**config.mk**
```make
export PLATFORM = sky130hd
export DESIGN_NAME = la_top
export DESIGN_NICKNAME = d
export VERILOG_FILES = /design/src/la_pkg.sv /design/src/la_capture_ctrl.sv /design/src/la_regs.sv /design/src/la_sampler.sv /design/src/la_top.sv /design/src/la_trigger.sv
export VERILOG_INCLUDE_DIRS = /design/src
export SDC_FILE = /design/constraint.sdc
export NUM_CORES = 1
export LEC_CHECK = 0
export BUFFER_PORTS_ARGS = -buffer_cell sky130_fd_sc_hd__clkbuf_2
export CELL_PAD_IN_SITES_DETAIL_PLACEMENT = 1
export CELL_PAD_IN_SITES_GLOBAL_PLACEMENT = 2
export CORE_MARGIN = 1
export CORE_UTILIZATION = 39
export CTS_CLUSTER_SIZE = 8
export DETAILED_ROUTE_END_ITERATION = 16
export PLACE_DENSITY_LB_ADDON = 0.1
export SLEW_MARGIN = 20
export SYNTH_ARGS = -nofsm -noshare
export SYNTH_HDL_FRONTEND = slang
export SYNTH_SLANG_ARGS = --single-unit
```
**constraint.sdc**
```tcl
create_clock -name observer_clk -period 5.7 [get_ports observer_clk]
set_input_delay 0.855 -clock observer_clk [delete_from_list [all_inputs] [get_ports observer_clk]]
set_output_delay 0.855 -clock observer_clk [all_outputs]
set_load 0.05 [all_outputs]
```
**src/la_cfg.svh**
```systemverilog
`ifndef LA_CFG_SVH
`define LA_CFG_SVH

// Datapath sizes
`define LA_NUM_CH                 9
`define LA_WORD_W                 18     // Two samples per channel
`define LA_CNT_W                  16     // Depth and downsample fields

// Register bus
`define LA_ADDR_W                 8
`define LA_DATA_W                 8
`define LA_BYTECNT_W              1      // Byte index within 16-bit fields

// Register map
`define LA_ADDR_CAPTURE_GROUP     8'h00
`define LA_ADDR_TRIGGER_SOURCE    8'h01
`define LA_ADDR_CAPTURE_DEPTH     8'h02
`define LA_ADDR_DOWNSAMPLE        8'h03
`define LA_ADDR_ARM               8'h04
`define LA_ADDR_MANUAL_CAPTURE    8'h05
`define LA_ADDR_STATUS            8'h06

// Reset values
`define LA_GROUP_RESET            3'd0   // IO group
`define LA_TRIG_SRC_RESET         4'd0   // Manual capture only
`define LA_DEPTH_RESET            16'd0
`define LA_DOWNSAMPLE_RESET       16'd0

// Fixed pattern for unused group codes, channel 0 in bit 0
`define LA_ALT_PATTERN            9'h155

`endif

```
**src/la_pkg.sv**
```systemverilog
package la_pkg;

   // Probe lines, one 9-bit field per capture group
   typedef struct packed {
      logic [8:0] io;      // io1-4, hs1, hs2, aux_mcx, trig_mcx, adc_sample_clk
      logic [8:0] user;    // userio0-7, userio_clk in bit 8
      logic [8:0] debug;
   } la_probes_t;

   // Capture group select, codes 3-7 give the alternating pattern
   typedef enum logic [2:0] {
      GRP_IO    = 3'd0,
      GRP_USER  = 3'd1,
      GRP_DEBUG = 3'd2
   } la_group_e;

   // Trigger select, 8-15 pick userio0-7
   typedef enum logic [3:0] {
      TRIG_NONE    = 4'd0,
      TRIG_HS1     = 4'd1,
      TRIG_DEBUG0  = 4'd2,
      TRIG_DEBUG1  = 4'd3,
      TRIG_USERIO0 = 4'd8,
      TRIG_USERIO1 = 4'd9,
      TRIG_USERIO2 = 4'd10,
      TRIG_USERIO3 = 4'd11,
      TRIG_USERIO4 = 4'd12,
      TRIG_USERIO5 = 4'd13,
      TRIG_USERIO6 = 4'd14,
      TRIG_USERIO7 = 4'd15
   } la_trig_e;

   // Register contents
   typedef struct packed {
      la_group_e   group;
      la_trig_e    trig_sel;
      logic        trig_inv;     // Only applies to userio sources
      logic [15:0] depth;        // Samples per capture
      logic [15:0] downsample;   // Sample every downsample+1 cycles
      logic        arm;
      logic        manual;
   } la_cfg_t;

   // FIFO word, ch[0] in the low bits, older sample in bit 1 of each field
   typedef struct packed {
      logic [8:0][1:0] ch;
   } la_word_t;

endpackage

```
**src/la_capture_ctrl.sv**
```systemverilog
`include "la_cfg.svh"

module la_capture_ctrl
   import la_pkg::*;
(
   input  logic    observer_clk,
   input  logic    reset,
   input  la_cfg_t cfg,
   input  logic    trig_edge,
   input  logic    sample_taken,
   output logic    start,
   output logic    capturing
);

   logic [`LA_CNT_W-1:0] sample_cnt;
   logic [`LA_CNT_W:0]   cnt_next;   // Extra bit, no wrap at full depth

   // Only an armed, idle engine accepts a trigger
   assign start = trig_edge & cfg.arm & ~capturing;

   assign cnt_next = {1'b0, sample_cnt} + 1'b1;

   always_ff @(posedge observer_clk) begin
      if (reset) begin
         capturing  <= 1'b0;
         sample_cnt <= '0;
      end else if (start) begin
         capturing  <= 1'b1;
         sample_cnt <= '0;
      end else if (sample_taken) begin
         sample_cnt <= cnt_next[`LA_CNT_W-1:0];
         // Depth 0 ends on the first sample
         if (cnt_next >= {1'b0, cfg.depth})
            capturing <= 1'b0;
      end
   end

endmodule

```
**src/la_regs.sv**
```systemverilog
`include "la_cfg.svh"

module la_regs
   import la_pkg::*;
(
   input  logic                      observer_clk,
   input  logic                      reset,
   input  logic [`LA_ADDR_W-1:0]     reg_addr,
   input  logic [`LA_BYTECNT_W-1:0]  reg_bytecnt,
   input  logic [`LA_DATA_W-1:0]     reg_wdata,
   input  logic                      reg_write,
   input  logic                      reg_read,
   output logic [`LA_DATA_W-1:0]     reg_rdata,
   input  logic                      start,
   input  logic                      capturing,
   output la_cfg_t                   cfg
);

   logic [3:0] byte_base;   // Bit offset of the addressed byte

   assign byte_base = {reg_bytecnt, 3'b000};

   always_ff @(posedge observer_clk) begin
      if (reset) begin
         cfg.group      <= la_group_e'(`LA_GROUP_RESET);
         cfg.trig_sel   <= la_trig_e'(`LA_TRIG_SRC_RESET);
         cfg.trig_inv   <= 1'b0;
         cfg.depth      <= `LA_DEPTH_RESET;
         cfg.downsample <= `LA_DOWNSAMPLE_RESET;
         cfg.manual     <= 1'b0;
         cfg.arm        <= 1'b0;
      end else begin
         if (reg_write) begin
            case (reg_addr)
               `LA_ADDR_CAPTURE_GROUP: cfg.group <= la_group_e'(reg_wdata[2:0]);
               `LA_ADDR_TRIGGER_SOURCE: begin
                  cfg.trig_sel <= la_trig_e'(reg_wdata[3:0]);
                  cfg.trig_inv <= reg_wdata[4];
               end
               `LA_ADDR_CAPTURE_DEPTH:  cfg.depth[byte_base +: 8] <= reg_wdata;
               `LA_ADDR_DOWNSAMPLE:     cfg.downsample[byte_base +: 8] <= reg_wdata;
               `LA_ADDR_MANUAL_CAPTURE: cfg.manual <= reg_wdata[0];
               default: ;
            endcase
         end

         // Bus write wins over the start clear
         if (reg_write && (reg_addr == `LA_ADDR_ARM))
            cfg.arm <= reg_wdata[0];
         else if (start)
            cfg.arm <= 1'b0;   // One capture per arm
      end
   end

   // Read-back
   always_comb begin
      reg_rdata = '0;
      if (reg_read) begin
         case (reg_addr)
            `LA_ADDR_CAPTURE_GROUP:  reg_rdata = {5'b0, cfg.group};
            `LA_ADDR_TRIGGER_SOURCE: reg_rdata = {3'b0, cfg.trig_inv, cfg.trig_sel};
            `LA_ADDR_CAPTURE_DEPTH:  reg_rdata = cfg.depth[byte_base +: 8];
            `LA_ADDR_DOWNSAMPLE:     reg_rdata = cfg.downsample[byte_base +: 8];
            `LA_ADDR_ARM:            reg_rdata = {7'b0, cfg.arm};
            `LA_ADDR_MANUAL_CAPTURE: reg_rdata = {7'b0, cfg.manual};
            `LA_ADDR_STATUS:         reg_rdata = {6'b0, capturing, 1'b0};   // Bit 0 reserved
            default:                 reg_rdata = '0;
         endcase
      end
   end

endmodule

```
**src/la_sampler.sv**
```systemverilog
`include "la_cfg.svh"

module la_sampler
   import la_pkg::*;
(
   input  logic       observer_clk,
   input  logic       reset,
   input  la_cfg_t    cfg,
   input  la_probes_t probes,
   input  logic       start,
   input  logic       capturing,
   output logic       sample_taken,
   output logic       fifo_wr,
   output la_word_t   fifo_wr_data
);

   logic [`LA_NUM_CH-1:0] src_q;      // Registered probe group
   logic [`LA_CNT_W-1:0]  ds_ctr;
   logic                  ds_tick;
   logic                  ticktock;   // Set after the first of a sample pair
   logic [`LA_WORD_W-1:0] word_q;     // Two-sample history per channel

   always_ff @(posedge observer_clk) begin
      case (cfg.group)
         GRP_IO:    src_q <= probes.io;
         GRP_USER:  src_q <= probes.user;
         GRP_DEBUG: src_q <= probes.debug;
         default:   src_q <= `LA_ALT_PATTERN;
      endcase
   end

   // Downsample counter, restarted by start
   assign ds_tick      = (ds_ctr == cfg.downsample);
   assign sample_taken = capturing & ds_tick;

   always_ff @(posedge observer_clk) begin
      if (reset)
         ds_ctr <= '0;
      else if (start || ds_tick)
         ds_ctr <= '0;
      else
         ds_ctr <= ds_ctr + 1'b1;
   end

   // Pair tracking and the FIFO strobe
   always_ff @(posedge observer_clk) begin
      if (reset) begin
         ticktock <= 1'b0;
         fifo_wr  <= 1'b0;
      end else begin
         fifo_wr <= sample_taken & ticktock;   // Second sample of a pair
         if (start)
            ticktock <= 1'b0;
         else if (sample_taken)
            ticktock <= ~ticktock;
      end
   end

   // Shift in the new sample, older one moves to the high bit
   always_ff @(posedge observer_clk) begin
      if (sample_taken) begin
         for (int i = 0; i < `LA_NUM_CH; i++)
            word_q[2*i +: 2] <= {word_q[2*i], src_q[i]};
      end
   end

   assign fifo_wr_data = la_word_t'(word_q);

endmodule

```
**src/la_top.sv**
```systemverilog
module la_top
   import la_pkg::*;
(
   input  logic       observer_clk,
   input  logic       reset,
   input  logic [7:0] reg_addr,
   input  logic       reg_bytecnt,
   input  logic [7:0] reg_wdata,
   input  logic       reg_write,
   input  logic       reg_read,
   output logic [7:0] reg_rdata,
   input  la_probes_t probes,
   output logic       fifo_wr,
   output la_word_t   fifo_wr_data
);

   la_cfg_t cfg;
   logic    trig_edge;
   logic    start;          // Accepted trigger
   logic    capturing;
   logic    sample_taken;

   la_regs u_regs (
      .observer_clk (observer_clk),
      .reset        (reset),
      .reg_addr     (reg_addr),
      .reg_bytecnt  (reg_bytecnt),
      .reg_wdata    (reg_wdata),
      .reg_write    (reg_write),
      .reg_read     (reg_read),
      .reg_rdata    (reg_rdata),
      .start        (start),
      .capturing    (capturing),
      .cfg          (cfg)
   );

   la_trigger u_trigger (
      .observer_clk (observer_clk),
      .reset        (reset),
      .cfg          (cfg),
      .probes       (probes),
      .trig_edge    (trig_edge)
   );

   la_capture_ctrl u_ctrl (
      .observer_clk (observer_clk),
      .reset        (reset),
      .cfg          (cfg),
      .trig_edge    (trig_edge),
      .sample_taken (sample_taken),
      .start        (start),
      .capturing    (capturing)
   );

   la_sampler u_sampler (
      .observer_clk (observer_clk),
      .reset        (reset),
      .cfg          (cfg),
      .probes       (probes),
      .start        (start),
      .capturing    (capturing),
      .sample_taken (sample_taken),
      .fifo_wr      (fifo_wr),
      .fifo_wr_data (fifo_wr_data)
   );

endmodule

```
**src/la_trigger.sv**
```systemverilog
module la_trigger
   import la_pkg::*;
(
   input  logic       observer_clk,
   input  logic       reset,
   input  la_cfg_t    cfg,
   input  la_probes_t probes,
   output logic       trig_edge
);

   logic       src_sel;    // Selected line, before manual
   logic       trig_src;
   logic [1:0] sync_q;
   logic       hist_q;     // Previous synchronized level

   always_comb begin
      src_sel = 1'b0;
      case (cfg.trig_sel)
         TRIG_NONE:   src_sel = 1'b0;
         TRIG_HS1:    src_sel = probes.io[4];
         TRIG_DEBUG0: src_sel = probes.debug[0];
         TRIG_DEBUG1: src_sel = probes.debug[1];
         default: begin
            // userio0-7, inversion turns it into a falling-edge trigger
            if (cfg.trig_sel[3])
               src_sel = probes.user[cfg.trig_sel[2:0]] ^ cfg.trig_inv;
         end
      endcase
   end

   assign trig_src = src_sel | cfg.manual;

   always_ff @(posedge observer_clk) begin
      if (reset) begin
         sync_q    <= 2'b00;
         hist_q    <= 1'b0;
         trig_edge <= 1'b0;
      end else begin
         sync_q    <= {sync_q[0], trig_src};
         hist_q    <= sync_q[1];
         trig_edge <= sync_q[1] & ~hist_q;   // Registered rising edge
      end
   end

endmodule

```
Word-level counts from Yosys, hierarchy flattened. Cells that the tools add are included. W data, S select, Z words.

Add/sub/neg operators: 3. $lt $le $gt $ge: 2. Equality and inequality tests: 12. Shifts and indexed selects: 4. Multiplexer cells: 14. Bitwise logic cells: 10. Reduce and logical (&&, ||, !) cells: 16.

Operators by type and width (count): $pmux W8 S7 (1); $bwmux W16 (2); $shiftx A16 B5 Y8 (2); $pmux W9 S3 (1); $eq A8 B3 Y1 const B (3); $add A16 B1 Y17 const B (1); $ge A17 B16 Y1 (1); $add A16 B1 Y16 const B (1); $eq A16 B16 Y1 (1); $eq A8 B2 Y1 const B (2); $shift A8 B6 Y16 const A (1); $shiftx A8 B6 Y16 (1); $reduce_and A2 Y1 (6); $eq A4 B2 Y1 const B (2); $eq A8 B1 Y1 const B (1); $logic_not A8 Y1 (1); $mux W8 (1); $mux W1 (7); $neg A4 Y6 (1); $reduce_bool A2 Y1 (3); $and A1 B1 Y1 (5); $lt A3 B5 Y1 const B (1); $eq A4 B1 Y1 const B (1); $logic_not A4 Y1 (1); other kinds (11) (14).

Register bits after elaboration: 108. Input bits: 48. Output and inout port bits: 27. Word-level logic and storage cells: 78.

Logic depth before layout (Yosys ltp). Gate-level depths: netlist of run 1.

Depth after elaboration: 6. Mapped depth: 11. Depth with buffers taken out: 11.

Cells and area by module. Synthesis of run 1 repeated with hierarchy kept, for this count alone.

Cells, all modules: 565. Area, all modules: 5522.8 µm².

By module, submodules not included: la_regs (times used 1, cells an instance 205, area an instance 2053.2 µm², seq. area each 840.8 µm²); la_sampler (times used 1, cells an instance 165, area an instance 1878.1 µm², seq. area each 1081.0 µm²); la_capture_ctrl (times used 1, cells an instance 176, area an instance 1368.8 µm², seq. area each 340.3 µm²); la_trigger (times used 1, cells an instance 19, area an instance 222.7 µm², seq. area each 80.1 µm²).

Worst setup path after synthesis of run 1. No wires, ideal clock.

Path kind: input-to-output. From: in reg_addr[0]. To: out reg_rdata[3]. Arrival time: 3061 ps. Data required time: 4845 ps. Slack: 1784 ps. Cell stages on the path: 6. Buffers on the path: 1. Cells stage by stage: buf_2 > nor4b_2 > nand2_2 > mux2i_1 > mux2_2 > o21ai_0.

Cells in the longest elaborated chain, start to end: 3. Elaborated cells between the ends (all ways): 9. Those cells by class: eq/ne: 6; mux: 2; reduce/logical: 1.

Ends and longest elaborated chain: from (decl) (line la_top.sv:6) `input logic [7:0] reg_addr,`; $eq A8 B3 Y1 (tied with other cells) (line la_regs.sv:59) `case (reg_addr)`; $pmux W8 S7 (*) (line la_regs.sv:59); $mux W8 (*) (line la_regs.sv:58) `if (reg_read) begin`; to (decl) (line la_top.sv:11) `output logic [7:0] reg_rdata,`.

Every way passes the cells marked *; elsewhere a longest branch is shown, timed or not.

Worst setup path in the final report of run 1.
From: in reg_addr[0]. To: out reg_rdata[2].

Same word-level chain as after synthesis.

==> results of run 1 <==
==> cell usage after synthesis, types with 3 or more instances <==
cell / n
nand4_1: 16
mux2i_1: 53
nand2_1: 25
o41ai_1: 4
mux4_2: 9
o21ai_0: 7
dfxtp_1: 90
xnor2_1: 16
and4_1: 3
nand2b_1: 8
inv_1: 24
and3_1: 5
nor4_1: 6
buf_2: 5
nor2b_1: 11
xor2_1: 29
o22ai_1: 5
nor3_1: 8
edfxtp_1: 18
a21o_1: 3
nor2_1: 77
clkbuf_1: 17
mux2_2: 8
o211ai_1: 4
o31ai_1: 6
nand4b_1: 3
ha_1: 18
a21oi_1: 26
or4_1: 8
nand3_1: 21
==> worst reg2reg max path: stages, from the launching register on <==
cell and delay (ns):
dfxtp_1 0.45, ha_1 0.28, nand3_2 0.19, nor4_2 0.41, nand3_1 0.22, xnor2_1 0.17
ha_1 0.30, nand3_1 0.16, o41ai_1 0.44, o32ai_1 0.14
==> routing by layer <==
metal	wire length (um)	vias to the layer above	share of wire, %	GRT usage [%]
met3	624	19	4.2	5.613
met1	6516	2146	44	25.94
met5	0	-	0	0
met4	286	0	1.9	6.636
met2	7379	87	50	38.33
li1	-	2116	-	-
==> kinds of logic (layout without fill, tap and decap cells) <==
| kind of cell | Yosys count | after routing |
|---|---|---|
| buffers and inverters | 50 | 117 |
| muxes | 70 | 70 |
| DFF | 108 | 108 |
| AOI/OAI and AO/OA | 63 | 63 |
| xor gates and xnor gates | 45 | 45 |
| adders and majority gates | 18 | 18 |
| and+or+nand+nor | 203 | 203 |
==> flip-flops by register name, summed over array words and instances, names as in the netlist <==
| name | count |
|---|---|
| u_trigger.sync_q | 2 |
| u_sampler.ds_ctr | 16 |
| u_sampler.fifo_wr_data | 18 |
| u_trigger.trig_edge | 1 |
| u_sampler.fifo_wr | 1 |
| u_sampler.ticktock | 1 |
| u_sampler.src_q | 9 |
| u_ctrl.capturing | 1 |
| u_ctrl.sample_cnt | 16 |
| u_trigger.hist_q | 1 |
| u_regs.cfg | 42 |
==> through the flow <==
step	cells	power [mW]	hold slack, ns
floorplan	557	0.8234	0.3674
global placement	784	0.8541	0.3787
detailed placement	784	0.8558	0.3806
CTS	800	1.531	0.3909
global route	800	1.573	0.4075
finish	800	1.517	0.3861
==> power by group <==
part	switching, mW	internal [mW]	leakage (nW)
clock	0.307	0.373	0.149
combinational	0.0368	0.0235	1.64
sequential	0.00130	0.776	0.890
total	0.345	1.17	2.68
==> layout make-up <==
class | count | area share, %
multi-input combinational | 399 | 46.49
tap | 176 | 3.502
sequential | 108 | 37.25
timing repair buffer | 77 | 6.249
inverter | 24 | 1.433
clock buffer | 11 | 4.040
clock inverter | 5 | 1.035
==> cells in the final DEF, fill, tap and decap left out, types with 2 or more instances in the layout <==
master      synthesis  routed
nor2b_1            11      11
o22ai_1             5       5
or4_1               8       8
clkbuf_2            0      74
a211oi_1            2       2
a21o_1              3       3
edfxtp_1           18      18
mux2_2              8       8
and3_1              5       5
a21oi_1            26      26
inv_1              24      24
clkinvlp_4          0       2
nand4_1            16      16
nand4b_1            3       3
o211ai_1            4       4
nor3_1              8       8
nand3_1            21      21
o21ai_0             7       7
o31ai_1             6       6
ha_1               18      18
nand2_1            25      25
nor2_1             77      76
o41ai_1             4       4
buf_4               1       3
nand2b_1            8       8
and4_1              3       3
clkbuf_16           0      10
mux2i_1            53      53
dfxtp_1            90      90
xnor2_1            16      16
nor4_1              6       6
nor4b_4             2       2
mux4_2              9       9
xor2_1             29      29
nand3_2             2       2
==> path summary, 6_finish.rpt <==
kind,cells after the start,slack [ns],endpoint,startpoint
setup reg to reg,9,2.78,u_ctrl.capturing,u_ctrl.sample_cnt[0]
hold reg to reg,1,0.39,u_trigger.trig_edge,u_trigger.hist_q
setup / recovery,7,2.13,reg_rdata[2],reg_addr[0]
hold / removal,1,0.39,u_trigger.trig_edge,u_trigger.hist_q
==> metrics.md, run 1 <==
| Metric | Value |
|---|---|
| Routability cong. | `0.8367` |
| Reg area | `0.002342 mm2` |
| Vias per cell | `5.460` |
| Worst Tran Pin Value | `1.087 ns` |
| Largest family of logic cells by synthesized area | `simple AND/OR/NAND/NOR gates` |
| Fill cells | `1536` |
| Clk_lat worst skew | `0.37 ns` |
| Peak VDD IR | `0.0001600 V` |
| RSZ-0062 raised after global routing | `no` |
| Number of antenna violations at the first check in global routing | `0` |
| Vias | `4368` |
| Top cells by area, synth | `dfxtp_1, edfxtp_1, mux2i_1` |
| Ys async rst share | `0%` |
| Initial core utilization | `40.64%` |
| Setup WS pre-CTS | `2.117 ns` |
| Final Skew | `0.01486 ns` |
| Core Area | `0.01345 mm2` |
| Clk pin slew, worst setup/hold paths | `0.07 ns` |
| Mapped Area | `0.005468 mm2` |
| HPWL Detailed | `11200 um` |
| CTS tree | `yes` |
| Final hold vios | `0` |
| Simple-gate share of the synthesized area | `19.75%` |
| Sequential-to-total area share from yosys stat | `42.84%` |
| Largest net degree at the start of global routing | `51` |
| Max-cap violations | `0` |
| Crit-path leading delay family | `simple AND/OR/NAND/NOR gates` |
| # DRC | `0` |
| Crit path kind | `primary input to output port` |
| Period utilisation layout | `62.69%` |
| Placed inst area | `0.005968 mm2` |
| Slowest CP cell | `mux4_2` |
| I/O pins | `75` |
| Mux cell area share after synthesis | `15.06%` |
| Worst setup margin | `2.127 ns` |
| Status | `complete, no violations` |
| 1st-iter DRT viols | `182` |
| Area grow syn2layout | `14.99%` |
| Max-slew violation count | `0` |
| WL per Instance | `18.51 um` |
| Largest area contributor in the netlist | `dfxtp_1` |
| CTS resizes | `0` |
| Lkg Pwr | `2.680 nW` |
| Fin crit period | `3.573 ns` |
| Post CTS Setup Buffer Count | `0` |
| Layout Nets | `685` |
| Netlist cell types | `50` |
| Critical Path RT | `4.85 ns` |
| Die Y | `120.4 um` |
| Top cell type's share of synthesized area | `32.95%` |
| Gr ovfl total | `0` |
| Cells after synthesis | `557` |
| Share of post-route cells with drive strength above 1 | `19.39%` |
| Mapped Nets | `623` |
| Mean post-synth cell area | `9.816 um2` |
| Ys flop type | `dfxtp_1` |
| First-pass GRT wire length | `23900 um` |
| CTS Root Buffer Type | `clkbuf_16` |
| Final Setup Violations | `0` |
| Cell breakdown of the critical path | `clkbuf_2 -> nor4b_2 -> nand2_2 -> mux4_2 -> a21oi_1 -> nor3_1 -> clkbuf_2` |
| Rows | `42` |
| Flops & latches, synth | `108` |
| Compound-Gate Fraction of Synth Area | `7.277%` |
| GRT Overall Usage | `21.80%` |
| DRT Pass-1 Iters | `4` |
| DRT antenna net count | `0` |
| Worst-path fanout max | `9` |
| Setup TNS | `0 ns` |
| Final Cell Area | `0.006287 mm2` |
| Routed WL | `14810 um` |
| Vias in the first global route | `4524` |
| Multi-input logic area | `0.002923 mm2` |
| Critical Path AT | `2.72 ns` |
| Critical path capture point type | `output port` |
| Final core utilization | `46.74%` |
| Post-synth EDFFs | `18` |
| Slew HR | `27.44%` |
| Hold-fix buffers, CTS | `0` |
| Total die area | `0.01450 mm2` |
| Total number of yosys warnings | `0` |
| Worst path most repeated cell | `clkbuf_2` |
| N_diodes | `0` |
| Startpoint Class | `primary input` |
| Post-synthesis adder-cell area fraction | `4.119%` |
| F_max | `0.2798 GHz` |
| CTS H-tree lvls | `3` |
| Max incr delay on CP | `0.50 ns` |
| CTS sink cnt | `108` |
| Worst hold path class | `flop to flop` |
| Buffers and inverters on the worst path | `2` |
| Die width | `120.4 um` |
| Port bufs | `74` |
| Cts bufs inserted | `9` |
| Clk buf depth | `2` |
| PD cells | `241.4 mW/mm2` |
| Post-synthesis xor/xnor area fraction | `7.208%` |
(Power assumes the default switching activity.)
==> run 2, diff against run 1 <==
--- a/config.mk
+++ b/config.mk
@@ -6,11 +6,12 @@
 export SDC_FILE = /design/constraint.sdc
 export NUM_CORES = 1
 export LEC_CHECK = 0
+export ABC_AREA = 1
 export BUFFER_PORTS_ARGS = -buffer_cell sky130_fd_sc_hd__clkbuf_2
 export CELL_PAD_IN_SITES_DETAIL_PLACEMENT = 1
 export CELL_PAD_IN_SITES_GLOBAL_PLACEMENT = 2
 export CORE_MARGIN = 1
-export CORE_UTILIZATION = 39
+export CORE_UTILIZATION = 33
 export CTS_CLUSTER_SIZE = 8
 export DETAILED_ROUTE_END_ITERATION = 16
 export PLACE_DENSITY_LB_ADDON = 0.1
==> constraint.sdc (replaced) <==
create_clock -name observer_clk -period 3.3 [get_ports observer_clk]
set_input_delay 0.495 -clock observer_clk [delete_from_list [all_inputs] [get_ports observer_clk]]
set_output_delay 0.495 -clock observer_clk [all_outputs]
set_load 0.05 [all_outputs]
==> metrics.md, run 2 <==
| Metric | Value |
|---|---|
| Total number of yosys warnings | `0` |
| Largest area contributor in the netlist | `dfxtp_1` |
| Mapped Area | `0.005529 mm2` |
| First-pass GRT wire length | `26820 um` |
| Status | `complete, no violations` |
| Die width | `131.4 um` |
| Hold-fix buffers, CTS | `0` |
| Vias in the first global route | `5095` |
| WL per Instance | `15.62 um` |
| Switching share of power | `25.32%` |
| F_max | `0.3675 GHz` |
| Crit path kind | `primary input to output port` |
| Psw | `654.3 uW` |
| Post CTS Setup Buffer Count | `0` |
| Part of the power in registers | `52.0%` |
| Clk_lat worst skew | `0.36 ns` |
| Top cell type's share of synthesized area | `32.59%` |
| CTS Root Buffer Type | `clkbuf_16` |
| Number of antenna violations at the first check in global routing | `0` |
| Commonest non-fill, non-tap cell in the layout | `nand2_1` |
| I/O pins | `75` |
| Max-slew violation count | `0` |
| Final Skew | `0.01074 ns` |
| Synth cell count leaders | `nand2_1, nor2_1, dfxtp_1` |
| CTS sink cnt | `108` |
| GR Layer Usage met1 | `25.60%` |
| Critical path capture point type | `output port` |
| Reg2Reg Launch Point | `u_ctrl.sample_cnt[0]` |
| Clk buf depth | `2` |
| CTS tree | `yes` |
| Routed WL | `16150 um` |
| GRT Overall Usage | `19.65%` |
| Die Y | `131.4 um` |
| GRT Max-Usage Layer | `met2` |
| PD cells | `404.3 mW/mm2` |
| Total die area | `0.01728 mm2` |
| Lkg Pwr | `2.909 nW` |
| DRT antenna net count | `0` |
| Max-cap violations | `0` |
| Mapped Nets | `810` |
| Share of post-route cells with drive strength above 1 | `14.79%` |
| Setup crit start | `reg_addr[7]` |
| Final Setup Violations | `0` |
| Top cells by area, synth | `dfxtp_1, nand2_1, edfxtp_1` |
| Cts bufs inserted | `9` |
| Worst Tran Pin Value | `0.9749 ns` |
| N_diodes | `0` |
| Core Area | `0.01612 mm2` |
| Ys async rst share | `0%` |
| Worst-path fanout max | `5` |
| Most frequent cells in the layout | `nand2_1, nor2_1, dfxtp_1, inv_1, clkbuf_2` |
| Met3 usage | `3.048%` |
| DRT Pass-1 Iters | `4` |
| Startpoint Class | `primary input` |
| Critical Path RT | `2.80 ns` |
| Hold Crit Start | `probes[19]` |
| Port bufs | `74` |
| CTS H-tree lvls | `3` |
| Largest register FFs | `42` |
| Period utilisation layout | `82.47%` |
| HPWL Detailed | `12780 um` |
| Initial core utilization | `34.31%` |
| Cells after synthesis | `744` |
| Clk pin slew, worst setup/hold paths | `0.08 ns` |
| Rows | `46` |
| Most flops, register | `u_regs.cfg` |
| Mean post-synth cell area | `7.432 um2` |
| Gr ovfl total | `0` |
| Count leader, synth | `nand2_1` |
| Sequential-to-total area share from yosys stat | `42.36%` |
| Routability cong. | `0.8166` |
| Setup TNS | `0 ns` |
| Final core utilization | `39.66%` |
| Netlist cell types | `41` |
| Layout Nets | `879` |
| Critical Path AT | `2.23 ns` |
| Combinational share of power | `4.2%` |
| Global Route met2 Usage | `33.57%` |
| Peak VDD IR | `0.0002502 V` |
| Flops & latches, synth | `108` |
| Worst hold path class | `primary input to flop` |
| Slew HR | `34.51%` |
| Largest net degree at the start of global routing | `38` |
| Vias | `5005` |
| RSZ-0062 raised after global routing | `no` |
| Clock share of power | `43.8%` |
| Post-synth EDFFs | `18` |
| Internal power | `1.930 mW` |
| Ys flop type | `dfxtp_1` |
| CTS resizes | `0` |
| Fin crit period | `2.721 ns` |
| Area grow syn2layout | `15.59%` |
| Final hold vios | `0` |
| 1st-iter DRT viols | `172` |
| Vias per cell | `4.840` |
| # DRC | `0` |
==> run 2: changes by cell type in the layout (fill, tap and decap cells not counted), sizes merged, moves of 9 or more <==
cell and delta:
nand2 +128, inv +71, mux2i -53, o21ai +53, a21oi +42, nand3 +23, nor2 +21, xnor2 -16
nor2b -11, mux4 -9, nor3 +9, or4 -9
==> run 2: logic make-up after synthesis <==
kind of cell             count (synthesis)  share of synthesized area (%)
adder cells (fa/ha/maj)                 18                          4.073
flip-flops                             108                          42.36
AND/OR/NAND/NOR                        335                          27.04
XOR/XNOR                                31                          4.911
AO/OA/AOI/OAI                          139                          13.26
buffers and inverters                  113                          8.350
==> run 2: cell type report <==
class	instances	area (um2)
multi-input cells	523	2728
repair buffers	76	385.4
well taps	216	270.3
inverters	95	356.6
clock buffers	9	225.2
flip-flops and latches	108	2342
fillers	2080	9724
clock inverters	7	83.83
==> run 2: final timing paths <==
| check | end | slack (ns) | cells past startpoint |
|---|---|---|---|
| setup / recovery | reg_rdata[4] | 0.58 | 11 |
| hold / removal | u_sampler.src_q[1] | 0.33 | 3 |
| setup reg to reg | u_ctrl.capturing | 0.75 | 17 |
| hold reg to reg | u_trigger.sync_q[1] | 0.41 | 2 |
==> run 2: per-layer routing <==
metal	part of all wire, %	routed length [um]
met3	2.6	418
met4	1.4	227
met2	49	7836
met5	0	0
met1	47	7667
==> run 2: power by group through the flow <==
stage | clock, mW | sequential (mW) | combinational [mW]
5_1_grt | 1.23 | 1.35 | 0.122
3_3_place_gp | 0 | 1.37 | 0.108
4_1_cts | 1.17 | 1.34 | 0.110
2_1_floorplan | 0 | 1.37 | 0.0503
3_5_place_dp | 0 | 1.38 | 0.110
6_report | 1.13 | 1.34 | 0.108
==> run 2: critical path, stage by stage <==
cell and delay, ns:
clkbuf_2 0.08, inv_1 0.06, nand2_1 0.06, nor2_1 0.12
nand2_1 0.08, nor2_1 0.21, nand2_1 0.13, nor2_1 0.33
nand3_1 0.22, o21ai_1 0.14, clkbuf_2 0.30
==> run 2: per-stage QoR <==
stage / instance area [um2] / power, mW / hold WS, ns / cells / setup slack, ns
after global routing: 6391 / 2.696 / 0.3420 / 1034 / 0.3228
after detailed placement: 6082 / 1.485 / 0.3942 / 1018 / 0.6288
after global placement: 6082 / 1.482 / 0.3885 / 1018 / 0.6737
after floorplan: 5529 / 1.424 / 0.3728 / 744 / 0.5677
after CTS: 6391 / 2.629 / 0.3210 / 1034 / 0.5650
final: 6391 / 2.584 / 0.3327 / 1034 / 0.5786
